===== config.mk =====
export PLATFORM = sky130hd
export DESIGN_NAME = holo_top
export DESIGN_NICKNAME = d
export VERILOG_FILES = /design/src/common/slm_pkg.sv /design/src/common/serial_pkg.sv /design/src/holo_top.sv /design/src/reply_sender.sv /design/src/reply_fifo.sv /design/src/byte_pairer.sv /design/src/spi/spi_master.sv /design/src/uart/uart_tx.sv /design/src/uart/uart_rx.sv /design/src/reset_stretch.sv
export VERILOG_INCLUDE_DIRS = /design/src /design/src/common
export SDC_FILE = /design/constraint.sdc
export NUM_CORES = 1
export LEC_CHECK = 0
export BUFFER_PORTS_ARGS = -buffer_cell sky130_fd_sc_hd__buf_2
export CORE_AREA = 3 3 107 109
export DETAILED_ROUTE_END_ITERATION = 10
export DIE_AREA = 0 0 110 112
export MAX_ROUTING_LAYER = met4
export PLACE_DENSITY = 0.77
export SETUP_SLACK_MARGIN = 0.05
export SYNTH_ARGS = -nofsm -noshare
export SYNTH_HDL_FRONTEND = slang
export SYNTH_SLANG_ARGS = --single-unit

===== constraint.sdc =====
create_clock -name i_sys_clk -period 3.67 [get_ports i_sys_clk]
set_input_delay 0.734 -clock i_sys_clk [delete_from_list [all_inputs] [get_ports i_sys_clk]]
set_output_delay 0.734 -clock i_sys_clk [all_outputs]
set_load 0.02 [all_outputs]

===== src/common/holo_defs.svh =====
`ifndef HOLO_DEFS_SVH
`define HOLO_DEFS_SVH

////////////////////
// UART timing
////////////////////

// System clocks per UART bit
// 50 MHz over 115200 baud
`define HOLO_CLKS_PER_BIT 434

////////////////////
// SLM side
////////////////////

// System clocks per half SCK period
`define HOLO_SPI_HALF_PERIOD 2

// Reply FIFO entries
`define HOLO_FIFO_DEPTH 4

// Extra cycles of reset after the command drops
`define HOLO_RESET_HOLD 10

`endif

===== src/common/slm_pkg.sv =====
`default_nettype none

package slm_pkg;

  // Address in upper byte, data in lower byte
  typedef logic [15:0] spi_frame_t;

  // SPI master sequencing
  typedef enum logic [1:0] {SPI_IDLE, SPI_SHIFT, SPI_FINISH} spi_state_e;

  // Reply sender sequencing
  typedef enum logic [1:0] {SEND_IDLE, SEND_POP, SEND_LAUNCH} send_state_e;

endpackage

`default_nettype wire


===== src/common/serial_pkg.sv =====
`default_nettype none

package serial_pkg;

  // One byte on the UART side
  typedef logic [7:0] byte_t;

  // Shared by receiver and transmitter
  typedef enum logic [1:0] {
    UART_IDLE,
    UART_START,
    UART_DATA,
    UART_STOP
  } uart_state_e;

endpackage

`default_nettype wire


===== src/holo_top.sv =====
`timescale 1ns/1ns
`default_nettype none

`include "holo_defs.svh"

module holo_top (
  input  wire i_sys_clk,
  input  wire i_reset_all_cmd_w,
  input  wire i_uart_rx,
  input  wire i_spi_sout,
  output wire o_uart_tx,
  output wire o_spi_sen,
  output wire o_spi_sck,
  output wire o_spi_sdat,
  output wire o_slm_reset_n
);

  logic                core_reset;
  logic                rx_valid;
  serial_pkg::byte_t   rx_byte;
  logic                spi_start;
  slm_pkg::spi_frame_t spi_frame;
  logic                spi_done;
  serial_pkg::byte_t   spi_rx_byte;
  logic                fifo_empty;
  logic                fifo_rd_en;
  serial_pkg::byte_t   fifo_rd_data;

  ////////////////////
  // Reset
  ////////////////////

  reset_stretch u_reset_stretch (
    .sys_clk         (i_sys_clk),
    .reset_all_cmd_w (i_reset_all_cmd_w),
    .o_core_reset    (core_reset),
    .o_slm_reset_n   (o_slm_reset_n)
  );

  ////////////////////
  // Host to SLM
  ////////////////////

  uart_rx #(.clks_per_bit(`HOLO_CLKS_PER_BIT)) u_uart_rx (
    .sys_clk         (i_sys_clk),
    .reset_all_cmd_w (i_reset_all_cmd_w),
    .i_serial        (i_uart_rx),
    .o_valid         (rx_valid),
    .o_byte          (rx_byte)
  );

  byte_pairer u_byte_pairer (
    .sys_clk         (i_sys_clk),
    .reset_all_cmd_w (i_reset_all_cmd_w),
    .i_valid         (rx_valid),
    .i_byte          (rx_byte),
    .o_start         (spi_start),
    .o_frame         (spi_frame)
  );

  // Byte pairs arrive far slower than a frame
  // so a start never meets a busy master
  spi_master u_spi_master (
    .sys_clk      (i_sys_clk),
    .i_core_reset (core_reset),
    .i_start      (spi_start),
    .i_frame      (spi_frame),
    .i_sout       (i_spi_sout),
    .o_sen        (o_spi_sen),
    .o_sck        (o_spi_sck),
    .o_sdat       (o_spi_sdat),
    .o_busy       (),
    .o_done       (spi_done),
    .o_rx_byte    (spi_rx_byte)
  );

  ////////////////////
  // SLM to host
  ////////////////////

  // Full FIFO drops the reply inside the buffer
  reply_fifo #(.depth(`HOLO_FIFO_DEPTH)) u_reply_fifo (
    .sys_clk      (i_sys_clk),
    .i_core_reset (core_reset),
    .i_wr_en      (spi_done),
    .i_wr_data    (spi_rx_byte),
    .o_full       (),
    .i_rd_en      (fifo_rd_en),
    .o_rd_data    (fifo_rd_data),
    .o_empty      (fifo_empty)
  );

  reply_sender #(.clks_per_bit(`HOLO_CLKS_PER_BIT)) u_reply_sender (
    .sys_clk      (i_sys_clk),
    .i_core_reset (core_reset),
    .i_empty      (fifo_empty),
    .o_rd_en      (fifo_rd_en),
    .i_rd_data    (fifo_rd_data),
    .o_uart_tx    (o_uart_tx)
  );

endmodule

`default_nettype wire


===== src/reply_sender.sv =====
`timescale 1ns/1ns
`default_nettype none

`include "holo_defs.svh"

module reply_sender #(
  parameter int clks_per_bit = `HOLO_CLKS_PER_BIT
) (
  input  wire                    sys_clk,
  input  wire                    i_core_reset,
  input  wire                    i_empty,
  output logic                   o_rd_en,
  input  wire serial_pkg::byte_t i_rd_data,
  output logic                   o_uart_tx
);

  slm_pkg::send_state_e state;
  logic                 tx_start;
  logic                 tx_active;

  always_ff @(posedge sys_clk) begin
    if (i_core_reset) begin
      state <= slm_pkg::SEND_IDLE;
    end else begin
      case (state)
        // Wait for data and a free transmitter
        slm_pkg::SEND_IDLE:   if (!i_empty && !tx_active) state <= slm_pkg::SEND_POP;
        slm_pkg::SEND_POP:    state <= slm_pkg::SEND_LAUNCH;
        default:              state <= slm_pkg::SEND_IDLE;
      endcase
    end
  end

  // Popped byte is on i_rd_data by the launch cycle
  assign o_rd_en  = (state == slm_pkg::SEND_POP);
  assign tx_start = (state == slm_pkg::SEND_LAUNCH);

  uart_tx #(.clks_per_bit(clks_per_bit)) u_uart_tx (
    .sys_clk      (sys_clk),
    .i_core_reset (i_core_reset),
    .i_start      (tx_start),
    .i_byte       (i_rd_data),
    .o_active     (tx_active),
    .o_serial     (o_uart_tx)
  );

endmodule

`default_nettype wire


===== src/reply_fifo.sv =====
`timescale 1ns/1ns
`default_nettype none

`include "holo_defs.svh"

module reply_fifo #(
  parameter int depth = `HOLO_FIFO_DEPTH
) (
  input  wire                    sys_clk,
  input  wire                    i_core_reset,
  input  wire                    i_wr_en,
  input  wire serial_pkg::byte_t i_wr_data,
  output logic                   o_full,
  input  wire                    i_rd_en,
  output serial_pkg::byte_t      o_rd_data,
  output logic                   o_empty
);

  localparam int ptr_w = (depth > 1) ? $clog2(depth) : 1;
  localparam int cnt_w = $clog2(depth + 1);

  serial_pkg::byte_t mem [depth];
  logic [ptr_w-1:0]  wr_ptr;
  logic [ptr_w-1:0]  rd_ptr;
  logic [cnt_w-1:0]  count;
  logic              do_wr;
  logic              do_rd;

  // Overflow writes and underflow reads are dropped
  assign do_wr = i_wr_en & ~o_full;
  assign do_rd = i_rd_en & ~o_empty;

  assign o_full  = (count == cnt_w'(depth));
  assign o_empty = (count == '0);

  always_ff @(posedge sys_clk) begin
    if (i_core_reset) begin
      wr_ptr <= '0;
      rd_ptr <= '0;
      count  <= '0;
    end else begin
      // Wrap at depth
      if (do_wr) begin
        wr_ptr <= (wr_ptr == ptr_w'(depth - 1)) ? '0 : wr_ptr + 1'b1;
      end
      if (do_rd) begin
        rd_ptr <= (rd_ptr == ptr_w'(depth - 1)) ? '0 : rd_ptr + 1'b1;
      end
      count <= count + cnt_w'(do_wr) - cnt_w'(do_rd);
    end
  end

  // Storage and read port
  always_ff @(posedge sys_clk) begin
    if (do_wr) begin
      mem[wr_ptr] <= i_wr_data;
    end
    if (do_rd) begin
      o_rd_data <= mem[rd_ptr];
    end
  end

endmodule

`default_nettype wire


===== src/byte_pairer.sv =====
`timescale 1ns/1ns
`default_nettype none

module byte_pairer (
  input  wire                      sys_clk,
  input  wire                      reset_all_cmd_w,
  input  wire                      i_valid,
  input  wire serial_pkg::byte_t   i_byte,
  output logic                     o_start,
  output slm_pkg::spi_frame_t      o_frame
);

  // Set while an address byte waits for its data
  logic have_addr;

  always_ff @(posedge sys_clk) begin
    if (reset_all_cmd_w) begin
      have_addr <= 1'b0;
      o_start   <= 1'b0;
    end else begin
      o_start <= 1'b0;
      if (i_valid) begin
        have_addr <= ~have_addr;
        // Second byte of the pair
        o_start   <= have_addr;
      end
    end
  end

  // Older byte slides up into the address slot
  always_ff @(posedge sys_clk) begin
    if (i_valid) begin
      o_frame <= {o_frame[7:0], i_byte};
    end
  end

endmodule

`default_nettype wire


===== src/spi/spi_master.sv =====
`timescale 1ns/1ns
`default_nettype none

`include "holo_defs.svh"

module spi_master (
  input  wire                     sys_clk,
  input  wire                     i_core_reset,
  input  wire                     i_start,
  input  wire slm_pkg::spi_frame_t i_frame,
  input  wire                     i_sout,
  output logic                    o_sen,
  output logic                    o_sck,
  output logic                    o_sdat,
  output logic                    o_busy,
  output logic                    o_done,
  output serial_pkg::byte_t       o_rx_byte
);

  localparam int half = `HOLO_SPI_HALF_PERIOD;
  localparam int div_w = $clog2(half + 1);

  slm_pkg::spi_state_e state;
  logic [div_w-1:0]    div_cnt;
  logic [3:0]          bit_cnt;
  slm_pkg::spi_frame_t tx_shreg;
  slm_pkg::spi_frame_t rx_shreg;

  always_ff @(posedge sys_clk) begin
    if (i_core_reset) begin
      state   <= slm_pkg::SPI_IDLE;
      div_cnt <= '0;
      bit_cnt <= '0;
      o_sen   <= 1'b1;
      o_sck   <= 1'b0;
      o_sdat  <= 1'b0;
      o_busy  <= 1'b0;
      o_done  <= 1'b0;
    end else begin
      o_done <= 1'b0;
      case (state)
        slm_pkg::SPI_IDLE: begin
          div_cnt <= '0;
          bit_cnt <= '0;
          // Starts while busy never reach here
          if (i_start) begin
            tx_shreg <= i_frame;
            o_sdat   <= i_frame[15];
            o_sen    <= 1'b0;
            o_busy   <= 1'b1;
            state    <= slm_pkg::SPI_SHIFT;
          end
        end
        slm_pkg::SPI_SHIFT: begin
          if (div_cnt == div_w'(half - 1)) begin
            div_cnt <= '0;
            o_sck   <= ~o_sck;
            if (!o_sck) begin
              // Rising SCK edge
              // SOUT sampled here
              rx_shreg <= {rx_shreg[14:0], i_sout};
            end else if (bit_cnt == 4'd15) begin
              state <= slm_pkg::SPI_FINISH;
            end else begin
              // Falling SCK edge
              // Next bit goes out while SCK is low
              bit_cnt  <= bit_cnt + 1'b1;
              tx_shreg <= {tx_shreg[14:0], 1'b0};
              o_sdat   <= tx_shreg[14];
            end
          end else begin
            div_cnt <= div_cnt + 1'b1;
          end
        end
        default: begin
          // Deselect and report in the same cycle
          o_sen     <= 1'b1;
          o_sdat    <= 1'b0;
          o_busy    <= 1'b0;
          o_done    <= 1'b1;
          o_rx_byte <= rx_shreg[7:0];
          state     <= slm_pkg::SPI_IDLE;
        end
      endcase
    end
  end

endmodule

`default_nettype wire


===== src/uart/uart_tx.sv =====
`timescale 1ns/1ns
`default_nettype none

`include "holo_defs.svh"

module uart_tx #(
  parameter int clks_per_bit = `HOLO_CLKS_PER_BIT
) (
  input  wire                sys_clk,
  input  wire                i_core_reset,
  input  wire                i_start,
  input  wire serial_pkg::byte_t i_byte,
  output logic               o_active,
  output logic               o_serial
);

  localparam int cnt_w = $clog2(clks_per_bit);

  serial_pkg::uart_state_e state;
  logic [cnt_w-1:0]        clk_cnt;
  logic [2:0]              bit_idx;
  serial_pkg::byte_t       tx_byte;

  // End of the current bit period
  logic bit_end;
  assign bit_end = (clk_cnt == cnt_w'(clks_per_bit - 1));

  always_ff @(posedge sys_clk) begin
    if (i_core_reset) begin
      state    <= serial_pkg::UART_IDLE;
      clk_cnt  <= '0;
      bit_idx  <= '0;
      o_active <= 1'b0;
      o_serial <= 1'b1;
    end else begin
      clk_cnt <= bit_end ? '0 : clk_cnt + 1'b1;
      case (state)
        serial_pkg::UART_IDLE: begin
          // Line idles high
          o_serial <= 1'b1;
          clk_cnt  <= '0;
          bit_idx  <= '0;
          if (i_start) begin
            tx_byte  <= i_byte;
            o_active <= 1'b1;
            state    <= serial_pkg::UART_START;
          end
        end
        serial_pkg::UART_START: begin
          o_serial <= 1'b0;
          if (bit_end) begin
            state <= serial_pkg::UART_DATA;
          end
        end
        serial_pkg::UART_DATA: begin
          // LSB first
          o_serial <= tx_byte[bit_idx];
          if (bit_end) begin
            bit_idx <= bit_idx + 1'b1;
            if (bit_idx == 3'd7) begin
              state <= serial_pkg::UART_STOP;
            end
          end
        end
        default: begin
          o_serial <= 1'b1;
          // Release for the next byte
          if (bit_end) begin
            o_active <= 1'b0;
            state    <= serial_pkg::UART_IDLE;
          end
        end
      endcase
    end
  end

endmodule

`default_nettype wire


===== src/uart/uart_rx.sv =====
`timescale 1ns/1ns
`default_nettype none

`include "holo_defs.svh"

module uart_rx #(
  parameter int clks_per_bit = `HOLO_CLKS_PER_BIT
) (
  input  wire                sys_clk,
  input  wire                reset_all_cmd_w,
  input  wire                i_serial,
  output logic               o_valid,
  output serial_pkg::byte_t  o_byte
);

  localparam int cnt_w = $clog2(clks_per_bit);

  serial_pkg::uart_state_e state;
  logic [cnt_w-1:0]        clk_cnt;
  logic [2:0]              bit_idx;
  logic [1:0]              rx_sync;

  // Two flops against metastability
  always_ff @(posedge sys_clk) begin
    rx_sync <= {rx_sync[0], i_serial};
  end

  always_ff @(posedge sys_clk) begin
    if (reset_all_cmd_w) begin
      state   <= serial_pkg::UART_IDLE;
      clk_cnt <= '0;
      bit_idx <= '0;
      o_valid <= 1'b0;
    end else begin
      // Valid is a single-cycle pulse
      o_valid <= 1'b0;
      case (state)
        serial_pkg::UART_IDLE: begin
          clk_cnt <= '0;
          bit_idx <= '0;
          // Falling edge of start bit
          if (!rx_sync[1]) begin
            state <= serial_pkg::UART_START;
          end
        end
        serial_pkg::UART_START: begin
          // Recheck at mid-bit to reject glitches
          if (clk_cnt == cnt_w'((clks_per_bit - 1) / 2)) begin
            clk_cnt <= '0;
            state   <= rx_sync[1] ? serial_pkg::UART_IDLE : serial_pkg::UART_DATA;
          end else begin
            clk_cnt <= clk_cnt + 1'b1;
          end
        end
        serial_pkg::UART_DATA: begin
          if (clk_cnt == cnt_w'(clks_per_bit - 1)) begin
            clk_cnt         <= '0;
            // LSB first
            o_byte[bit_idx] <= rx_sync[1];
            bit_idx         <= bit_idx + 1'b1;
            if (bit_idx == 3'd7) begin
              state <= serial_pkg::UART_STOP;
            end
          end else begin
            clk_cnt <= clk_cnt + 1'b1;
          end
        end
        default: begin
          // Middle of stop bit, framing check
          if (clk_cnt == cnt_w'(clks_per_bit - 1)) begin
            clk_cnt <= '0;
            o_valid <= rx_sync[1];
            state   <= serial_pkg::UART_IDLE;
          end else begin
            clk_cnt <= clk_cnt + 1'b1;
          end
        end
      endcase
    end
  end

endmodule

`default_nettype wire


===== src/reset_stretch.sv =====
`timescale 1ns/1ns
`default_nettype none

`include "holo_defs.svh"

module reset_stretch (
  input  wire  sys_clk,
  input  wire  reset_all_cmd_w,
  output logic o_core_reset,
  output logic o_slm_reset_n
);

  localparam int hold = `HOLO_RESET_HOLD;
  localparam int cnt_w = $clog2(hold + 1);

  logic [cnt_w-1:0] hold_cnt;

  // Reload while commanded, then count down to zero
  always_ff @(posedge sys_clk) begin
    if (reset_all_cmd_w) begin
      hold_cnt <= cnt_w'(hold);
    end else if (hold_cnt != '0) begin
      hold_cnt <= hold_cnt - 1'b1;
    end
  end

  // Held for the command plus the countdown
  assign o_core_reset = reset_all_cmd_w | (hold_cnt != '0);

  // SLM pin is active low, one register behind
  always_ff @(posedge sys_clk) begin
    o_slm_reset_n <= ~o_core_reset;
  end

endmodule

`default_nettype wire


Word-level counts from Yosys, hierarchy flattened
Memory sizes are Yosys's and may differ from the RTL's. A register that Yosys moved wholly into a read port is not among the register bits.
Index checks and enable logic that the tools add are counted.

word-level totals
  output and inout port bits = 5
  logic and storage cells = 185
  bits of input ports = 4
  RAM bits = 32
  bits in registers = 124
  memories kept = 1

cells by class
  reductions and logical operators = 35
  add/sub/neg operators = 11
  bitwise logic cells = 14
  equal/unequal tests = 31
  $lt $le $gt $ge = 3
  multiplexer cells = 59

memory list
  memory            depth  width  rd ports  clocked after memory_dff  wr ports  RTL line          source
  u_reply_fifo.mem  4      8      1         1                         1         reply_fifo.sv:22  serial_pkg::byte_t mem [depth];

operators with widths
  cell                 count
  $mux 15              4
  $mux 2               19
  $pmux 15 s2          1
  $add 9x1->9 const B  2
  $eq 9x9->1 const B   2
  $mux 9               2
  $pmux 9 s2           1
  $ne 2x1->1 const B   8
  $reduce_and 4->1     4
  $mux 1               12
  $mux 4               3
  $ne 2x2->1 const B   6
  $pmux 2 s2           3
  $pmux 2 s3           2
  $pmux 3 s2           2
  $not 1->1            11
  $eq 2x1->1 const B   5
  $eq 2x2->1 const B   5
  $reduce_and 2->1     5
  $reduce_and 5->1     2
  $eq 3x3->1 const B   3
  $eq 9x8->1 const B   1
  $reduce_and 3->1     3
  $bwmux 8             1
  27 further kinds     46

Depth between registers and ports, before layout
  word-level depth = 5
  gate-level depth with buffers = 9
  mapped depth without buffers = 9

Cells and area by module
A second synthesis with hierarchy kept.

second synthesis, totals
  cells, all modules = 507
  area, all modules = 6608.8 um^2

by module, submodules not included
  module         area an instance (um^2)  cells each  times used  sequential area each (um^2)
  reply_fifo     1838.0                   98          1           1341.3
  spi_master     1726.7                   150         1           1191.1
  uart_rx        1116.1                   105         1           580.6
  uart_tx        1088.5                   101         1           560.5
  byte_pairer    540.5                    22          1           520.5
  reset_stretch  226.5                    24          1           100.1
  reply_sender   72.6                     7           1           40.0

Worst setup path after synthesis
OpenSTA, ideal clock, no wires.

  path kind = input port to flip-flop
  start point = input i_reset_all_cmd_w
  end point = register u_spi_master.tx_shreg[0], enable pin
  required time = 3264 ps
  arrival time = 2465 ps
  slack = 799 ps
  buffers on the path = 2
  setup time = 406 ps
  stages = 5
  path through = clkbuf_1 > inv_1 > nand2b_4 > clkbuf_1 > nor3_1

between the ends
  longest elaborated chain between the ends = 3

RTL lines
  item                               RTL line             source
  start, declared                    holo_top.sv:8        input wire i_reset_all_cmd_w,
  $or 1x1->1                         reset_stretch.sv:28  assign o_core_reset = reset_all_cmd_w | (hold_cnt != '0);
  $not 1->1 (no source line)         n/a
  $reduce_and 6->1 (no source line)  n/a
  end signal, assigned               spi_master.sv:47     tx_shreg <= i_frame;
  end signal, assigned               spi_master.sv:68     tx_shreg <= {tx_shreg[14:0], 1'b0};
  end, declared                      spi_master.sv:26     slm_pkg::spi_frame_t tx_shreg;

No other way between the ends.
A chain may end at the register's enable or synchronous reset.

Final worst setup path
  start point = register u_reset_stretch.hold_cnt[0]
  end point = register u_reply_sender.u_uart_tx.tx_byte[2], enable pin

between the ends
  longest elaborated chain between the ends = 4

RTL lines
  item                               RTL line             source
  start, declared                    reset_stretch.sv:16  logic [cnt_w-1:0] hold_cnt;
  start signal, assigned             reset_stretch.sv:21  hold_cnt <= cnt_w'(hold);
  start signal, assigned             reset_stretch.sv:23  hold_cnt <= hold_cnt - 1'b1;
  $reduce_bool 4->1                  reset_stretch.sv:28
  $or 1x1->1                         reset_stretch.sv:28
  $not 1->1 (no source line)         n/a
  $reduce_and 3->1 (no source line)  n/a
  end signal, assigned               uart_tx.sv:44        tx_byte <= i_byte;
  end, declared                      uart_tx.sv:22        serial_pkg::byte_t tx_byte;

No other way between the ends.

==> results_dict.tcl <==
set metrics [dict create \
    syn_nets 519 \
    cts_sinks 164 \
    period_share_pct 69.3 \
    cts_hold_buffers 0 \
    grt_pass1_vias 3611 \
    synth_cell_types 55 \
    seq_area_frac_synth_pct 66.6 \
    met2RoutedLength_mm 4.91 \
    ir_drop_mv 0.366 \
    num_antenna_cells 0 \
    drc 0 \
    grt_usage_pct 18.4 \
    fin_cells 660 \
    netlist_area_um2 6480 \
    fmax_mhz 393 \
    worst-slew-pin-transition_ns 0.943 \
    cp_top_family "simple AND/OR/NAND/NOR gates" \
    fillers 739 \
    port-buffer-count 8 \
    dp_hpwl_mm 6.41 \
    wl_per_cell_um 15.0 \
    critPathKind "register to register" \
    final_common_cell "edfxtp_1" \
    chipWidth_um 110 \
    antenna_found_initial 0 \
    final-seq-area_um2 4310 \
    reg2reg_depth 5 \
    drtIter0Drc 309 \
    clk_latency_ns 0.52 \
    hold_class "primary input to register" \
    worstPathArrival_ns 2.69 \
    crit_buf_inv 1 \
    dp.cells 628 \
    ys_ff_latch 164 \
    vias 3707 \
    rsz0062_at_grt "no" \
    synthFlopType "edfxtp_1" \
    syn_avg_cell_area_um2 13.2 \
    post_cts_resized 0 \
    top_layer "met4" \
    worstPathCellList "inv_1 > ha_1 > or3b_1 > nand2b_4 > nor3_1" \
    grt_overflow 0 \
    crit_path_start_kind "register" \
    cts_buffers 17 \
    synth_edf_count 103 \
    p_per_area_nw_per_um2 522 \
    fin_util_pct 67.8 \
    grt_max_degree 24 \
    ys_warn_count 0 \
    finalSetupViolations 0 \
    clock-root-buffer "clkbuf_8" \
    cts_tree "done" \
    endpoint_kind "register" \
    crit_fanout 23 \
    dr.pass1.iters 4 \
    min_period_ns 2.54 \
    setup_tns_ns 0 \
    fin_worst_skew_ns 0.00932 \
    status "complete, no violations" \
    slew_headroom_pct 36.7 \
    fp-row-count 38 \
    crit_slowest_cell "nor3_1" \
    wl_met1_mm 4.33 \
    multiInputGateArea_um2 2020 \
    hold_violations 0 \
    cp_num_cells 5 \
    die_y_um 112 \
    ant_nets 0 \
    drive_gt1_share_pct 11.7 \
    io_pins 9 \
    p_leak_uw 0.00247 \
    area_growth_pct 11.9 \
    synthArstFlopShare_pct 0 \
    ctsHtreeMaxLevel 4 \
    place.gp.congestion 0.809 \
    drv_slew 0 \
    crit_required_ns 3.81 \
    wl_met3_um 462 \
    die_area_um2 12300 \
    routed_via_density 5.62 \
    mostFrequentLayoutCells "edfxtp_1 (103), dfxtp_1 (61), nand2_1 (60)" \
    routed_wirelength_mm 9.91 \
    cts_buffer_depth 2 \
    start_util_pct 60.5 \
    holdPathStages 1 \
    core_area_um2 10700 \
    grt_pass1_wl_mm 16.8 \
    fin_nets 534 \
    postCtsSetupBuffers 0 \
    synth_cells 492 \
    slowest_delay_ns 0.82 \
    maxCapViolations 0 \
    ff2ff_setup_slack_ns 1.13 \
    path_clk_slew_ns 0.06 \
]
[per-stage QoR]
stage / setup WS (ns) / hold WS [ns] / cell area [um^2] / power [uW]
6_report: 1.13 / 0.307 / 7250 / 3780
3_5_place_dp: 1.12 / 0.312 / 6640 / 2040
3_3_place_gp: 1.24 / 0.311 / 6640 / 2040
5_1_grt: 0.909 / 0.279 / 7250 / 3920
2_1_floorplan: 0.799 / 0.310 / 6480 / 2030
4_1_cts: 1.11 / 0.278 / 7250 / 3820
[routing by layer]
metal	vias up	global-route usage (%)
met5	-	-
met4	0	7.40
met3	24	6.32
met2	98	27.8
met1	1793	22.8
li1	1792	-
[Yosys cell counts, drive strengths merged (7+ instances only)]
master  count  area [um^2]
nor3       13         70.1
nor2       46          173
o21ai      13         68.8
xor2        9         78.8
nand3      12         65.1
xnor2      10         87.6
ha         22          275
and2       11         71.3
nand2b      8         57.6
nand2      60          225
edfxtp    103         3090
inv        19         71.3
mux2i       8         80.1
mux4       10          225
a21oi      13         65.1
dfxtp      61         1220
nand3b      7         52.6
clkbuf     10         37.5
[registers in the layout, indices dropped and copies added, names as in the netlist, 9 cells and up]
name                              flops
u_byte_pairer.o_frame                16
u_reply_fifo.mem                     32
u_reply_sender.u_uart_tx.clk_cnt      9
u_spi_master.tx_shreg                15
u_uart_rx.clk_cnt                     9
[area by class of cell]
type | count | share of cell area [%]
Clock buffer | 19 | 5.82
Clock inverter | 13 | 2.54
Inverter | 19 | 0.984
Multi-Input combinational cell | 294 | 27.9
Sequential cell | 164 | 59.5
Tap cell | 140 | 2.42
Timing Repair Buffer | 11 | 0.863
[worst register-to-register path, cell delays in order, from the launching register on]
cell and delay (ns):
dfxtp_1 0.33, inv_1 0.09, ha_1 0.19, or3b_1 0.43
nand2b_4 0.30, nor3_1 0.82
[path summary, 6_finish.rpt]
check	startpoint	to
setup reg to reg	u_reset_stretch.hold_cnt[0]	u_reply_sender.u_uart_tx.tx_byte[2]
hold / removal	i_uart_rx	u_uart_rx.rx_sync[0]
hold reg to reg	u_uart_rx.rx_sync[0]	u_uart_rx.rx_sync[1]
setup / recovery	u_reset_stretch.hold_cnt[0]	u_reply_sender.u_uart_tx.tx_byte[2]
[logic make-up after synthesis]
logic type,count (synthesis),synth area share [%]
XOR/XNOR,19,2.57
flip-flops,164,66.6
AND/OR/NAND/NOR,191,15.1
buffers and inverters,34,2.28
multiplexers,19,4.89
adder cells (fa/ha/maj),23,4.56
AO/OA/AOI/OAI,42,3.96
[report_power, final]
group          internal (uW)  total [uW]  switching, uW
Clock                   1100        1780            676
Combinational           19.5        43.3           23.9
Sequential              1950        1960           12.5
Total                   3070        3780            712
Power figures use the tool's default switching activity.
